--- src/source/drive_params.svh ---
// Drive constants for the PID gains, forward ramp and PWM resolution.
`ifndef DRIVE_PARAMS_SVH
`define DRIVE_PARAMS_SVH

// Loop gains. Both are positive, sign bit is clear.
`define P_COEFF    6'h10
`define D_COEFF    5'h07

// Forward ramp.
`define FRWRD_INC  10'h020  // Step per heading sample.
`define FAST_SPEED 10'h2C0  // Cruise speed, a whole number of steps.

// Motor drive.
`define PWM_W      10       // Counter width, matches the speed magnitude.

`endif

--- src/source/drive_pkg.sv ---
// Drive types package holding the heading, error, speed and move state types.
`default_nettype none

package drive_pkg;

  ////////////////////////////////////////////////////////////////////////////
  // Datapath words.
  ////////////////////////////////////////////////////////////////////////////
  typedef logic signed [11:0] hdng_t;   // Heading from gyro or command.
  typedef logic signed [11:0] err_t;    // Heading error, wraps like the heading.
  typedef logic [9:0]         frwrd_t;  // Forward speed, never negative.
  typedef logic signed [10:0] spd_t;    // Wheel speed, sign gives direction.

  ////////////////////////////////////////////////////////////////////////////
  // Move sequencer states.
  ////////////////////////////////////////////////////////////////////////////
  typedef enum logic [1:0] {
    IDLE      = 2'd0,  // Parked, PID held off.
    RAMP_UP   = 2'd1,  // Forward speed climbing.
    CRUISE    = 2'd2,  // At top speed.
    RAMP_DOWN = 2'd3   // Slowing to a stop.
  } mv_state_t;

endpackage

`default_nettype wire

--- src/source/frwrd_ramp.sv ---
// Forward speed ramp that steps up or down on each heading sample and flags its limits.
`timescale 1ns/100ps
`default_nettype none
`include "drive_params.svh"

module frwrd_ramp import drive_pkg::*; (
  input  logic   clk,
  input  logic   rst_n,
  input  logic   err_vld,    // Step timing, one per sample.
  input  logic   ramp_up,
  input  logic   ramp_down,
  output frwrd_t frwrd,
  output logic   at_max,
  output logic   at_zero
);

  logic [10:0] up_sum;  // Extra bit catches the carry.
  logic [10:0] dn_dif;  // Extra bit catches the borrow.

  assign up_sum = {1'b0, frwrd} + {1'b0, `FRWRD_INC};
  assign dn_dif = {1'b0, frwrd} - {1'b0, `FRWRD_INC};

  always_ff @(posedge clk or negedge rst_n) begin
    if (!rst_n) frwrd <= '0;
    else if (err_vld) begin
      if (ramp_up)
        frwrd <= (up_sum > {1'b0, `FAST_SPEED}) ? `FAST_SPEED : up_sum[9:0];  // Clamp high.
      else if (ramp_down)
        frwrd <= dn_dif[10] ? '0 : dn_dif[9:0];  // Borrow means below zero.
    end
  end

  assign at_max  = (frwrd == `FAST_SPEED);
  assign at_zero = (frwrd == '0);

  frwrd_ceiling: assert property (@(posedge clk) disable iff (!rst_n) frwrd <= `FAST_SPEED)
    else $error("frwrd above FAST_SPEED.");

endmodule

`default_nettype wire

--- src/source/heading_err.sv ---
// Heading error stage that forms the wrapped heading difference on every gyro sample.
`timescale 1ns/100ps
`default_nettype none

module heading_err import drive_pkg::*; (
  input  logic  clk,
  input  logic  rst_n,
  input  logic  strt_mv,    // Load a new desired heading.
  input  hdng_t dsrd_hdng,
  input  logic  hdng_vld,   // New gyro sample.
  input  hdng_t actl_hdng,
  output logic  err_vld,    // One cycle per sample.
  output err_t  error
);

  hdng_t dsrd_q;  // Heading held for the whole move.

  always_ff @(posedge clk or negedge rst_n) begin
    if (!rst_n) begin
      dsrd_q  <= '0;
      error   <= '0;
      err_vld <= 1'b0;
    end else begin
      if (strt_mv) dsrd_q <= dsrd_hdng;          // Old value still used this cycle.
      if (hdng_vld) error <= actl_hdng - dsrd_q;  // 12-bit wrap keeps +-180 degrees.
      err_vld <= hdng_vld;
    end
  end

  // Gyro strobes are single pulses, so the error strobe is too.
  err_vld_pulse: assert property (@(posedge clk) disable iff (!rst_n) err_vld |=> !err_vld)
    else $error("err_vld held for two cycles.");

endmodule

`default_nettype wire

--- src/source/knight_drive.sv ---
// Drive top level tying the move sequencer to the heading, ramp, PID and motor blocks.
`timescale 1ns/100ps
`default_nettype none

module knight_drive import drive_pkg::*; (
  input  logic  clk,
  input  logic  rst_n,
  input  logic  strt_mv,
  input  logic  stp_mv,
  input  logic  hdng_vld,
  input  hdng_t dsrd_hdng,
  input  hdng_t actl_hdng,
  output logic  moving,     // Telemetry and PID enable.
  output spd_t  lft_spd,    // Telemetry.
  output spd_t  rght_spd,   // Telemetry.
  output logic  lft_dir,
  output logic  lft_pwm,
  output logic  rght_dir,
  output logic  rght_pwm
);

  logic   err_vld;
  err_t   error;
  logic   ramp_up, ramp_down;
  frwrd_t frwrd;
  logic   at_max, at_zero;

  heading_err heading_err_i (.clk, .rst_n, .strt_mv, .dsrd_hdng, .hdng_vld, .actl_hdng,
                             .err_vld, .error);

  move_ctrl move_ctrl_i (.clk, .rst_n, .strt_mv, .stp_mv, .at_max, .at_zero,
                         .moving, .ramp_up, .ramp_down);

  frwrd_ramp frwrd_ramp_i (.clk, .rst_n, .err_vld, .ramp_up, .ramp_down,
                           .frwrd, .at_max, .at_zero);

  pid pid_i (.clk, .rst_n, .moving, .err_vld, .error, .frwrd, .lft_spd, .rght_spd);

  // One motor drive per wheel.
  mtr_pwm lft_mtr_i  (.clk, .rst_n, .spd(lft_spd),  .dir(lft_dir),  .pwm(lft_pwm));
  mtr_pwm rght_mtr_i (.clk, .rst_n, .spd(rght_spd), .dir(rght_dir), .pwm(rght_pwm));

endmodule

`default_nettype wire

--- src/source/move_ctrl.sv ---
// Move sequencer FSM stepping through idle, ramp up, cruise and ramp down.
`timescale 1ns/100ps
`default_nettype none

module move_ctrl import drive_pkg::*; (
  input  logic clk,
  input  logic rst_n,
  input  logic strt_mv,    // Start a move.
  input  logic stp_mv,     // End the move.
  input  logic at_max,     // Forward speed at the ceiling.
  input  logic at_zero,    // Forward speed back to zero.
  output logic moving,     // Enables the PID.
  output logic ramp_up,    // Forward register counts up.
  output logic ramp_down   // Forward register counts down.
);

  mv_state_t state, nxt_state;

  ////////////////////////////////////////////////////////////////////////////
  // State register.
  ////////////////////////////////////////////////////////////////////////////
  always_ff @(posedge clk or negedge rst_n) begin
    if (!rst_n) state <= IDLE;
    else        state <= nxt_state;
  end

  ////////////////////////////////////////////////////////////////////////////
  // Next state. A stop wins over reaching top speed.
  ////////////////////////////////////////////////////////////////////////////
  always_comb begin
    nxt_state = state;
    case (state)
      IDLE: begin
        if (strt_mv) nxt_state = RAMP_UP;
      end
      RAMP_UP: begin
        if (stp_mv)      nxt_state = RAMP_DOWN;
        else if (at_max) nxt_state = CRUISE;
      end
      CRUISE: begin
        if (stp_mv) nxt_state = RAMP_DOWN;
      end
      RAMP_DOWN: begin
        if (at_zero) nxt_state = IDLE;  // Robot has stopped.
      end
      default: nxt_state = IDLE;
    endcase
  end

  // Outputs decode straight from the state.
  assign moving    = (state != IDLE);
  assign ramp_up   = (state == RAMP_UP);
  assign ramp_down = (state == RAMP_DOWN);

  // A parked robot has no forward speed left.
  parked_at_zero: assert property (@(posedge clk) disable iff (!rst_n) !moving |-> at_zero)
    else $error("moving low while forward speed is not zero.");

  // The robot is parked when it comes out of reset.
  idle_after_rst: assert property (@(posedge clk) $rose(rst_n) |-> !moving)
    else $error("moving high after reset release.");

endmodule

`default_nettype wire

--- src/source/mtr_pwm.sv ---
// Motor drive that turns a signed wheel speed into a direction bit and a PWM level.
`timescale 1ns/100ps
`default_nettype none
`include "drive_params.svh"

module mtr_pwm import drive_pkg::*; (
  input  logic clk,
  input  logic rst_n,
  input  spd_t spd,   // Signed wheel speed.
  output logic dir,   // High for reverse.
  output logic pwm    // Registered drive level.
);

  logic [10:0]       mag_full;  // Holds 1024 for the most negative speed.
  logic [`PWM_W-1:0] mag;       // Duty clamped to counter range.
  logic [`PWM_W-1:0] cnt;       // Free-running PWM period counter.

  ////////////////////////////////////////////////////////////////////////////
  // Magnitude.
  ////////////////////////////////////////////////////////////////////////////
  assign mag_full = spd[10] ? 11'(-spd) : 11'(spd);
  assign mag      = mag_full[10] ? '1 : mag_full[`PWM_W-1:0];  // Clamp to full duty.

  ////////////////////////////////////////////////////////////////////////////
  // Counter and outputs.
  ////////////////////////////////////////////////////////////////////////////
  always_ff @(posedge clk or negedge rst_n) begin
    if (!rst_n) cnt <= '0;
    else        cnt <= cnt + 1'b1;  // Wraps every period.
  end

  always_ff @(posedge clk or negedge rst_n) begin
    if (!rst_n) begin
      dir <= 1'b0;
      pwm <= 1'b0;
    end else begin
      dir <= spd[10];
      pwm <= (cnt < mag);  // High for mag counts of each period.
    end
  end

endmodule

`default_nettype wire

--- src/source/pid.sv ---
// Heading PID that trims the forward speed into left and right wheel speeds.
`timescale 1ns/100ps
`default_nettype none
`include "drive_params.svh"

module pid import drive_pkg::*; (
  input  logic   clk,
  input  logic   rst_n,
  input  logic   moving,     // Loop active, else speeds zero.
  input  logic   err_vld,    // New error sample.
  input  err_t   error,
  input  frwrd_t frwrd,
  output spd_t   lft_spd,
  output spd_t   rght_spd
);

  logic signed [9:0]  err_sat;                 // Error clipped to 10 bits.
  logic signed [13:0] p_term;
  logic signed [14:0] err_ext, sum;            // Integrator operand and result.
  logic signed [14:0] integrator, nxt_integrator;
  logic               ov;                      // Signed overflow of the add.
  logic signed [8:0]  i_term;
  logic signed [9:0]  stage1, stage2, prev_err; // Error history, newest first.
  logic signed [10:0] d_diff;                  // Full range, no wrap.
  logic signed [7:0]  d_sat;
  logic signed [12:0] d_term;
  logic signed [13:0] p_ext, i_ext, d_ext, pid_term;
  spd_t               frwrd_ext, raw_lft, raw_rght;

  ////////////////////////////////////////////////////////////////////////////
  // Proportional term.
  ////////////////////////////////////////////////////////////////////////////
  assign err_sat = (!error[11] && |error[10:9])  ? 10'h1FF :  // Large positive.
                   (error[11] && !(&error[10:9])) ? 10'h200 :  // Large negative.
                   error[9:0];

  assign p_term = err_sat * $signed(`P_COEFF);

  ////////////////////////////////////////////////////////////////////////////
  // Integral term.
  ////////////////////////////////////////////////////////////////////////////
  assign err_ext = {{5{err_sat[9]}}, err_sat};
  assign sum     = err_ext + integrator;

  // Same input signs and a flipped result sign.
  assign ov = ~(err_ext[14] ^ integrator[14]) & (err_ext[14] ^ sum[14]);

  // Hold on overflow, clear while parked.
  assign nxt_integrator = !moving          ? '0  :
                          (err_vld && !ov) ? sum :
                          integrator;

  always_ff @(posedge clk or negedge rst_n) begin
    if (!rst_n) integrator <= '0;
    else        integrator <= nxt_integrator;
  end

  assign i_term = integrator[14:6];

  ////////////////////////////////////////////////////////////////////////////
  // Derivative term against the error three samples back.
  ////////////////////////////////////////////////////////////////////////////
  always_ff @(posedge clk or negedge rst_n) begin
    if (!rst_n) begin
      stage1   <= '0;
      stage2   <= '0;
      prev_err <= '0;
    end else if (err_vld) begin
      stage1   <= err_sat;
      stage2   <= stage1;
      prev_err <= stage2;
    end
  end

  assign d_diff = err_sat - prev_err;
  assign d_sat  = (!d_diff[10] && |d_diff[9:7])  ? 8'h7F :
                  (d_diff[10] && !(&d_diff[9:7])) ? 8'h80 :
                  d_diff[7:0];
  assign d_term = d_sat * $signed(`D_COEFF);

  ////////////////////////////////////////////////////////////////////////////
  // Sum and wheel speeds.
  ////////////////////////////////////////////////////////////////////////////
  assign p_ext    = {p_term[13], p_term[13:1]};  // P is halved.
  assign i_ext    = {{5{i_term[8]}}, i_term};
  assign d_ext    = {d_term[12], d_term};
  assign pid_term = p_ext + i_ext + d_ext;

  assign frwrd_ext = spd_t'({1'b0, frwrd});
  assign raw_lft   = frwrd_ext + pid_term[13:3];
  assign raw_rght  = frwrd_ext - pid_term[13:3];

  // A sign flip against the trim direction is a wrap, so pin at full speed.
  assign lft_spd  = !moving ? '0 :
                    (~pid_term[13] & raw_lft[10])  ? 11'h3FF : raw_lft;
  assign rght_spd = !moving ? '0 :
                    (pid_term[13] & raw_rght[10])  ? 11'h3FF : raw_rght;

endmodule

`default_nettype wire

--- config.mk ---
export PLATFORM = sky130hd
export DESIGN_NAME = knight_drive
export DESIGN_NICKNAME = d
export VERILOG_FILES = /design/src/source/drive_pkg.sv /design/src/source/frwrd_ramp.sv /design/src/source/heading_err.sv /design/src/source/knight_drive.sv /design/src/source/move_ctrl.sv /design/src/source/mtr_pwm.sv /design/src/source/pid.sv
export VERILOG_INCLUDE_DIRS = /design/src /design/src/source
export SDC_FILE = /design/constraint.sdc
export NUM_CORES = 1
export LEC_CHECK = 0
export BUFFER_PORTS_ARGS = -buffer_cell sky130_fd_sc_hd__buf_2
export CAP_MARGIN = 30
export CORE_MARGIN = 3
export CORE_UTILIZATION = 55
export DETAILED_ROUTE_END_ITERATION = 10
export PLACE_DENSITY = 0.82
export SYNTH_ARGS = -nofsm -noshare
export SYNTH_HDL_FRONTEND = slang
export SYNTH_HIERARCHICAL = 1
export SYNTH_SLANG_ARGS = --single-unit
--- constraint.sdc ---
create_clock -name clk -period 16.8 [get_ports clk]
set_input_delay 2.52 -clock clk [delete_from_list [all_inputs] [get_ports clk]]
set_output_delay 2.52 -clock clk [all_outputs]
set_load 0.02 [all_outputs]
## Yosys cells after proc, flatten, opt, wreduce, memory -nomap -nowiden

Cells that the tools add are included.

- $add $sub $neg: 13
- Multipliers: 1
- $lt $le $gt $ge: 3
- Equality and inequality tests: 9
- Multiplexer cells: 24
- Bitwise logic cells: 7
- Reduce and logical (&&, ||, !) cells: 20

Operators by type and width:

| cell | count |
|---|---|
| 2-to-1 mux 10 bit | 8 |
| 2-to-1 mux 11 bit | 6 |
| 2-to-1 mux 15 bit | 2 |
| negation 11 bit | 2 |
| adder 10 x 1 -> 10 bit, second input constant | 2 |
| < comparator 10 bit | 2 |
| 2-to-1 mux 8 bit | 2 |
| adder 10 x 15 -> 15 bit | 1 |
| adder 13 x 9 -> 14 bit | 1 |
| adder 14 x 12 -> 14 bit | 1 |
| multiplier 8 x 4 -> 12 bit, second input constant | 1 |
| subtractor 12 bit | 1 |
| adder 10 x 11 -> 11 bit | 1 |
| adder 10 x 6 -> 11 bit, second input constant | 1 |
| greater-than comparator 11 x 10 -> 1 bit, second input constant | 1 |
| subtractor 10 x 10 -> 11 bit | 1 |
| subtractor 10 x 11 -> 11 bit | 1 |
| subtractor 10 x 6 -> 11 bit, second input constant | 1 |
| equality test 10 bit, second input constant | 1 |
| logical NOT 10 bit | 1 |
| 2-to-1 mux 2 bit | 5 |
| != test 2 bit, second input constant | 4 |
| one-hot mux 2 bit (4 select lines) | 1 |
| logical AND 1 bit | 5 |
| 14 further kinds | 25 |

- Register bits after elaboration: 106
- Bits of input ports: 29
- Output and inout bits: 27
- Logic and storage cells: 92

## Logic depth before layout (Yosys ltp)

- Depth in word-level cells: 21
- Gate-level depth with buffers: 48
- Gate-level depth less buffers: 45

## Modules after synthesis

Netlist, hierarchy kept.

Modules (own cells, without submodules):

| module | instances | cells each | area each (um^2) | seq. area each (um^2) |
|---|---|---|---|---|
| pid | 1 | 655 | 5693.0 | 1126.1 |
| heading_err | 1 | 149 | 1453.9 | 625.6 |
| mtr_pwm (lft_mtr_i) | 1 | 100 | 922.1 | 300.3 |
| mtr_pwm (rght_mtr_i) | 1 | 102 | 909.6 | 300.3 |
| frwrd_ramp | 1 | 78 | 599.3 | 125.1 |
| move_ctrl | 1 | 21 | 230.2 | 50.0 |

## Worst setup path after synthesis

Ideal clock, no wire load.

- Path type: register to output
- Start: register heading_err_i.error[11]
- End: output port lft_spd[0]
- Data arrival time: 8.232 ns
- Data required time: 14.280 ns
- Setup slack: 6.048 ns
- Stages on the path, launching flop included: 35
- Path through: dfrtp_1 > clkbuf_1 > nor2_1 > nor2_1 > a21oi_1 > inv_1 > fa_1 > nand2b_1 > a21oi_1 > o31ai_1 > a21boi_1 > inv_1 > a21oi_1 > a21o_1 > inv_1 > fa_1 > fa_1 > inv_1 > fa_1 > inv_1 > fa_1 > nor2b_1 > o21ai_0 > a21boi_0 > o21ai_0 > a21boi_0 > o21ai_0 > nand2_1 > xor2_1 > ha_1 > inv_1 > o31ai_1 > a21o_1 > a21oi_1 > o21ai_0

- Word-level cells in the longest chain between the ends: 15
- Elaborated cells on any way between the ends: 22
- Those cells by class: add/sub: 4; mul: 1; mux: 6; bitwise: 2; reduce/logical: 9

RTL lines:

| item | line | source |
|---|---|---|
| start: declaration | heading_err.sv:13 | `output err_t error` |
| start signal: assignment | heading_err.sv:25 | `if (hdng_vld) error <= actl_hdng - dsrd_q;` |
| logical AND 1 bit or logical NOT 1 bit (tied branches) | pid.sv:34, pid.sv:33 |  |
| 2-to-1 mux 10 bit or logical AND 1 bit (tied branches) | pid.sv:34, pid.sv:33 |  |
| 2-to-1 mux 10 bit * | pid.sv:33 | `assign err_sat = (!error[11] && \|error[10:9]) ? 10'h1FF :` |
| via pid_i.err_sat[1] | pid.sv:17 | `logic signed [9:0] err_sat;` |
| subtractor 10 x 10 -> 11 bit | pid.sv:75 | `assign d_diff = err_sat - prev_err;` |
| AND reduction 3 bit | pid.sv:77 | `(d_diff[10] && !(&d_diff[9:7])) ? 8'h80 :` |
| logical NOT 1 bit | pid.sv:77 |  |
| logical AND 1 bit | pid.sv:77 |  |
| 2-to-1 mux 8 bit | pid.sv:77 |  |
| 2-to-1 mux 8 bit | pid.sv:76 | `assign d_sat = (!d_diff[10] && \|d_diff[9:7]) ? 8'h7F :` |
| multiplier 8 x 4 -> 12 bit | pid.sv:79 | `` assign d_term = d_sat * $signed(`D_COEFF); `` |
| adder 14 x 12 -> 14 bit * | pid.sv:87 | `assign pid_term = p_ext + i_ext + d_ext;` |
| adder 10 x 11 -> 11 bit or inverter 1 bit (tied branches) | pid.sv:90, pid.sv:95 |  |
| bitwise AND 1 bit | pid.sv:95 | `(~pid_term[13] & raw_lft[10]) ? 11'h3FF : raw_lft;` |
| 2-to-1 mux 11 bit * | pid.sv:95 |  |
| 2-to-1 mux 11 bit * | pid.sv:94 | `assign lft_spd = !moving ? '0 :` |
| end: declaration | knight_drive.sv:14 | `output spd_t lft_spd,` |

Mark *: on every way through the listed nets, which the timed path passes. The rest lies on a longest branch.

## Worst setup path after layout

- Start: register heading_err_i.error[11]
- End: output port rght_spd[10]

- Word-level cells in the longest chain between the ends: 15
- Elaborated cells on any way between the ends: 21
- Those cells by class: add/sub: 4; mul: 1; mux: 6; bitwise: 1; reduce/logical: 9

RTL lines:

| item | line | source |
|---|---|---|
| logical AND 1 bit or logical NOT 1 bit (tied branches) | pid.sv:34, pid.sv:33 |  |
| 2-to-1 mux 10 bit or logical AND 1 bit (tied branches) | pid.sv:34, pid.sv:33 |  |
| 2-to-1 mux 10 bit * | pid.sv:33 |  |
| via pid_i.err_sat[4] | pid.sv:17 |  |
| subtractor 10 x 10 -> 11 bit | pid.sv:75 |  |
| AND reduction 3 bit | pid.sv:77 |  |
| logical NOT 1 bit | pid.sv:77 |  |
| logical AND 1 bit | pid.sv:77 |  |
| 2-to-1 mux 8 bit | pid.sv:77 |  |
| 2-to-1 mux 8 bit | pid.sv:76 |  |
| multiplier 8 x 4 -> 12 bit | pid.sv:79 |  |
| adder 14 x 12 -> 14 bit * | pid.sv:87 |  |
| subtractor 10 x 11 -> 11 bit | pid.sv:91 | `assign raw_rght = frwrd_ext - pid_term[13:3];` |
| bitwise AND 1 bit | pid.sv:97 | `(pid_term[13] & raw_rght[10]) ? 11'h3FF : raw_rght;` |
| 2-to-1 mux 11 bit * | pid.sv:97 |  |
| 2-to-1 mux 11 bit * | pid.sv:96 | `assign rght_spd = !moving ? '0 :` |
| end: declaration | knight_drive.sv:15 | `output spd_t rght_spd,` |

Marked as above.

==> impl_results.md <==
- Synth top area cells: dfrtp_1 (26%), ha_1 (14%), fa_1 (6.7%), xnor2_1 (4.5%), inv_1 (4.4%)
- Fmax achieved: between 70 and 80 MHz
- Synth async-reset ratio: 100%
- Top post-synthesis cells by count: inv_1 (114), ha_1 (108), dfrtp_1 (101), nand2_1 (84), nor2_1 (80)
- Initial antenna violation count: 0
- Sequential-to-total area share from yosys stat: about a quarter
- Global router's overall resource usage: about 23%
- Final TNS setup: 0 ns
- Yosys warns: 6
- WP buf/inv: 8
- Drt via density: approximately 6
- Critical path arrival: 10.26 ns
- Top Ports: 56
- Core Region: 17400 µm²
- Min-delay worst type: reg -> reg
- Iter 0 DRT Violations: about 500
- Initial Util: a little under three fifths
- Post-synth EDFFs: 0
- Slew headroom: 28.8%
- Vias in the first global route: between 8000 and 9000
- Share of cells above drive strength 1: 13.3%
- Mapped Cells: 1105
- Max Cap Viol: 0
- Post-synth top area share: between 20% and 30%
- Worst-case clock skew: 0.0120 ns
- Cell mode on critical path: inv_1
- Post-Syn Area: approximately 10000 µm²
- Rows: between 40 and 50
- Distinct cell type count after synthesis: 91
- Ys flop type: dfrtp_1
- Crit start category: flip-flop
- Gr ovfl total: 0
- Reg-to-Reg Start: heading_err_i/error[11]$_DFFE_PN0P_
- Critical path fanouts, max: 20
- Yosys top cell by area: dfrtp_1
- CP peak stage delay: approximately 0.81 ns
- Crit-path slowest cell: dfrtp_1
- Antenna cell count: 0
- Status: finished clean
- First-pass GRT wire length: ~37000 µm
- Vias: between 8000 and 9000
- H-tree depth: 3
- Setup Fix Bufs, Post-CTS: 0
- Drt wl/cell: ~16 µm
- Crit Path Class: reg -> out
- Die width: roughly 140 µm
- Tightest Pin Transition: approximately 1.1 ns
- Worst EP required: roughly 14 ns
- Port Buffer Count: between 50 and 60
- Cts hold-fix bufs: 0
- Routability cong.: ~0.94
- Max Slew Vio Count: 0
- Synth Area per Inst: approximately 9 µm²
- DIE HEIGHT: roughly 140 µm
- Clock root buffer: clkbuf_16
- Hold Fails Final Rpt: 0
- Post-CTS sizing: 0
- Synthesis-to-finish area growth: 7.55%
- Final nets: between 1000 and 1500
- Count leader, synth: inv_1
- CTS Buf Count: 9
- Hold Startpoint: rght_mtr_i/cnt[0]$_DFF_PN0_
- Total length of routed wires: about 22000 µm
- DR pass1 iterations: 5
- Crit path launch: heading_err_i/error[11]$_DFFE_PN0P_
- Unrepaired setup endpoints after global routing: false
- Crit. End Element: output port
- Detail Route Antenna Nets: 0
- Hpwl dp: 16900 µm
- Final min period: around 13 ns
- Clk slew on worst S/H paths: roughly 0.09 ns
- CTS Buffer Depth: 2
- TritonCTS clock tree: done
- CTS sink count: roughly 100
- Skew-Pair Late Insertion Delay: between 0.3 and 0.4 ns
- # setup viols final: 0
- Largest net degree at the start of global routing: 70
- Die area: just under 20000 µm²
- Drt drc: 0
- CP delay by family, top: compound AO/OA/AOI/OAI gates
- Final Cycle Share: ~76%
- Yosys reg bits: 101
## metal layers
layer / up-vias / share of wire, % / global-route usage, %
li1: 3974 / - / -
met1: 3873 / 45 / 29.8
met2: 229 / 48 / 38.1
met3: 52 / 5.1 / 3.54
met4: 0 / 2.5 / 7.75
met5: - / 0 / 0
## metrics by stage
step / cell area, µm² / worst slack (ns) / cells / utilization (%) / hold slack [ns]
6_report: 10500 / 4.02 / 1373 / 60.8 / 0.484
5_1_grt: 10500 / 3.14 / 1373 / 60.8 / 0.500
4_1_cts: 10500 / 4.13 / 1373 / 60.8 / 0.485
3_5_place_dp: 10200 / 4.61 / 1357 / 58.9 / 0.471
3_3_place_gp: 10200 / 5.06 / 1357 / 58.9 / 0.455
2_1_floorplan: 9820 / 6.05 / 1109 / - / 0.433
## final timing paths
check / end / slack [ns] / cells after the start
max in group asynchronous: pid_i/integrator[6]$_DFFE_PN0P_ / 13.45 / 2
setup / recovery: rght_spd[10] / 4.02 / 34
hold / removal: rght_mtr_i/cnt[0]$_DFF_PN0_ / 0.48 / 1
min in group asynchronous: rght_mtr_i/dir$_DFF_PN0_ / 2.11 / 1
hold reg to reg: rght_mtr_i/cnt[0]$_DFF_PN0_ / 0.48 / 1
setup reg to reg: lft_mtr_i/pwm$_DFF_PN0_ / 4.81 / 43
## sequential cells by signal (all words and copies together) (netlist names)
signal	flops
heading_err_i/dsrd_q	12
pid_i/stage1	10
lft_mtr_i/dir	1
frwrd_ramp_i/frwrd	5
rght_mtr_i/dir	1
pid_i/integrator	15
rght_mtr_i/pwm	1
rght_mtr_i/cnt	10
lft_mtr_i/pwm	1
move_ctrl_i/state	2
pid_i/prev_err	10
heading_err_i/err_vld	1
pid_i/stage2	10
heading_err_i/error	12
lft_mtr_i/cnt	10
## placed cells by master, fill, tap and decap left out, types with 33 or more instances in the layout
master,n
ha_1,108
inv_1,114
buf_2,54
o21ai_0,65
xnor2_1,50
a21oi_1,52
nor2_1,80
fa_1,33
dfrtp_1,101
nand2_1,84
## layout make-up
cell class / count / area [µm²]
clock buffers: 9 / 225
clock inverters: 7 / 104
fillers: 1467 / 6810
inverters: 115 / 432
multi-input cells: 855 / 6660
flip-flops and latches: 101 / 2530
well taps: 225 / 282
repair buffers: 61 / 323
## kinds of logic after synthesis
kind of cell / count (synthesis) / synth area share [%]
and+or+nand+nor: 317 / 16.4
buffers and inverters: 153 / 6.52
adders and majority gates: 141 / 20.5
xor gates and xnor gates: 68 / 6.07
DFF: 101 / 25.8
other: 1 / 0.0382
AOI/OAI and AO/OA: 288 / 20.6
muxes: 36 / 4.08
Power is not shown: default switching activity piles up to over one toggle a cycle in this logic, so the estimate is an artifact.
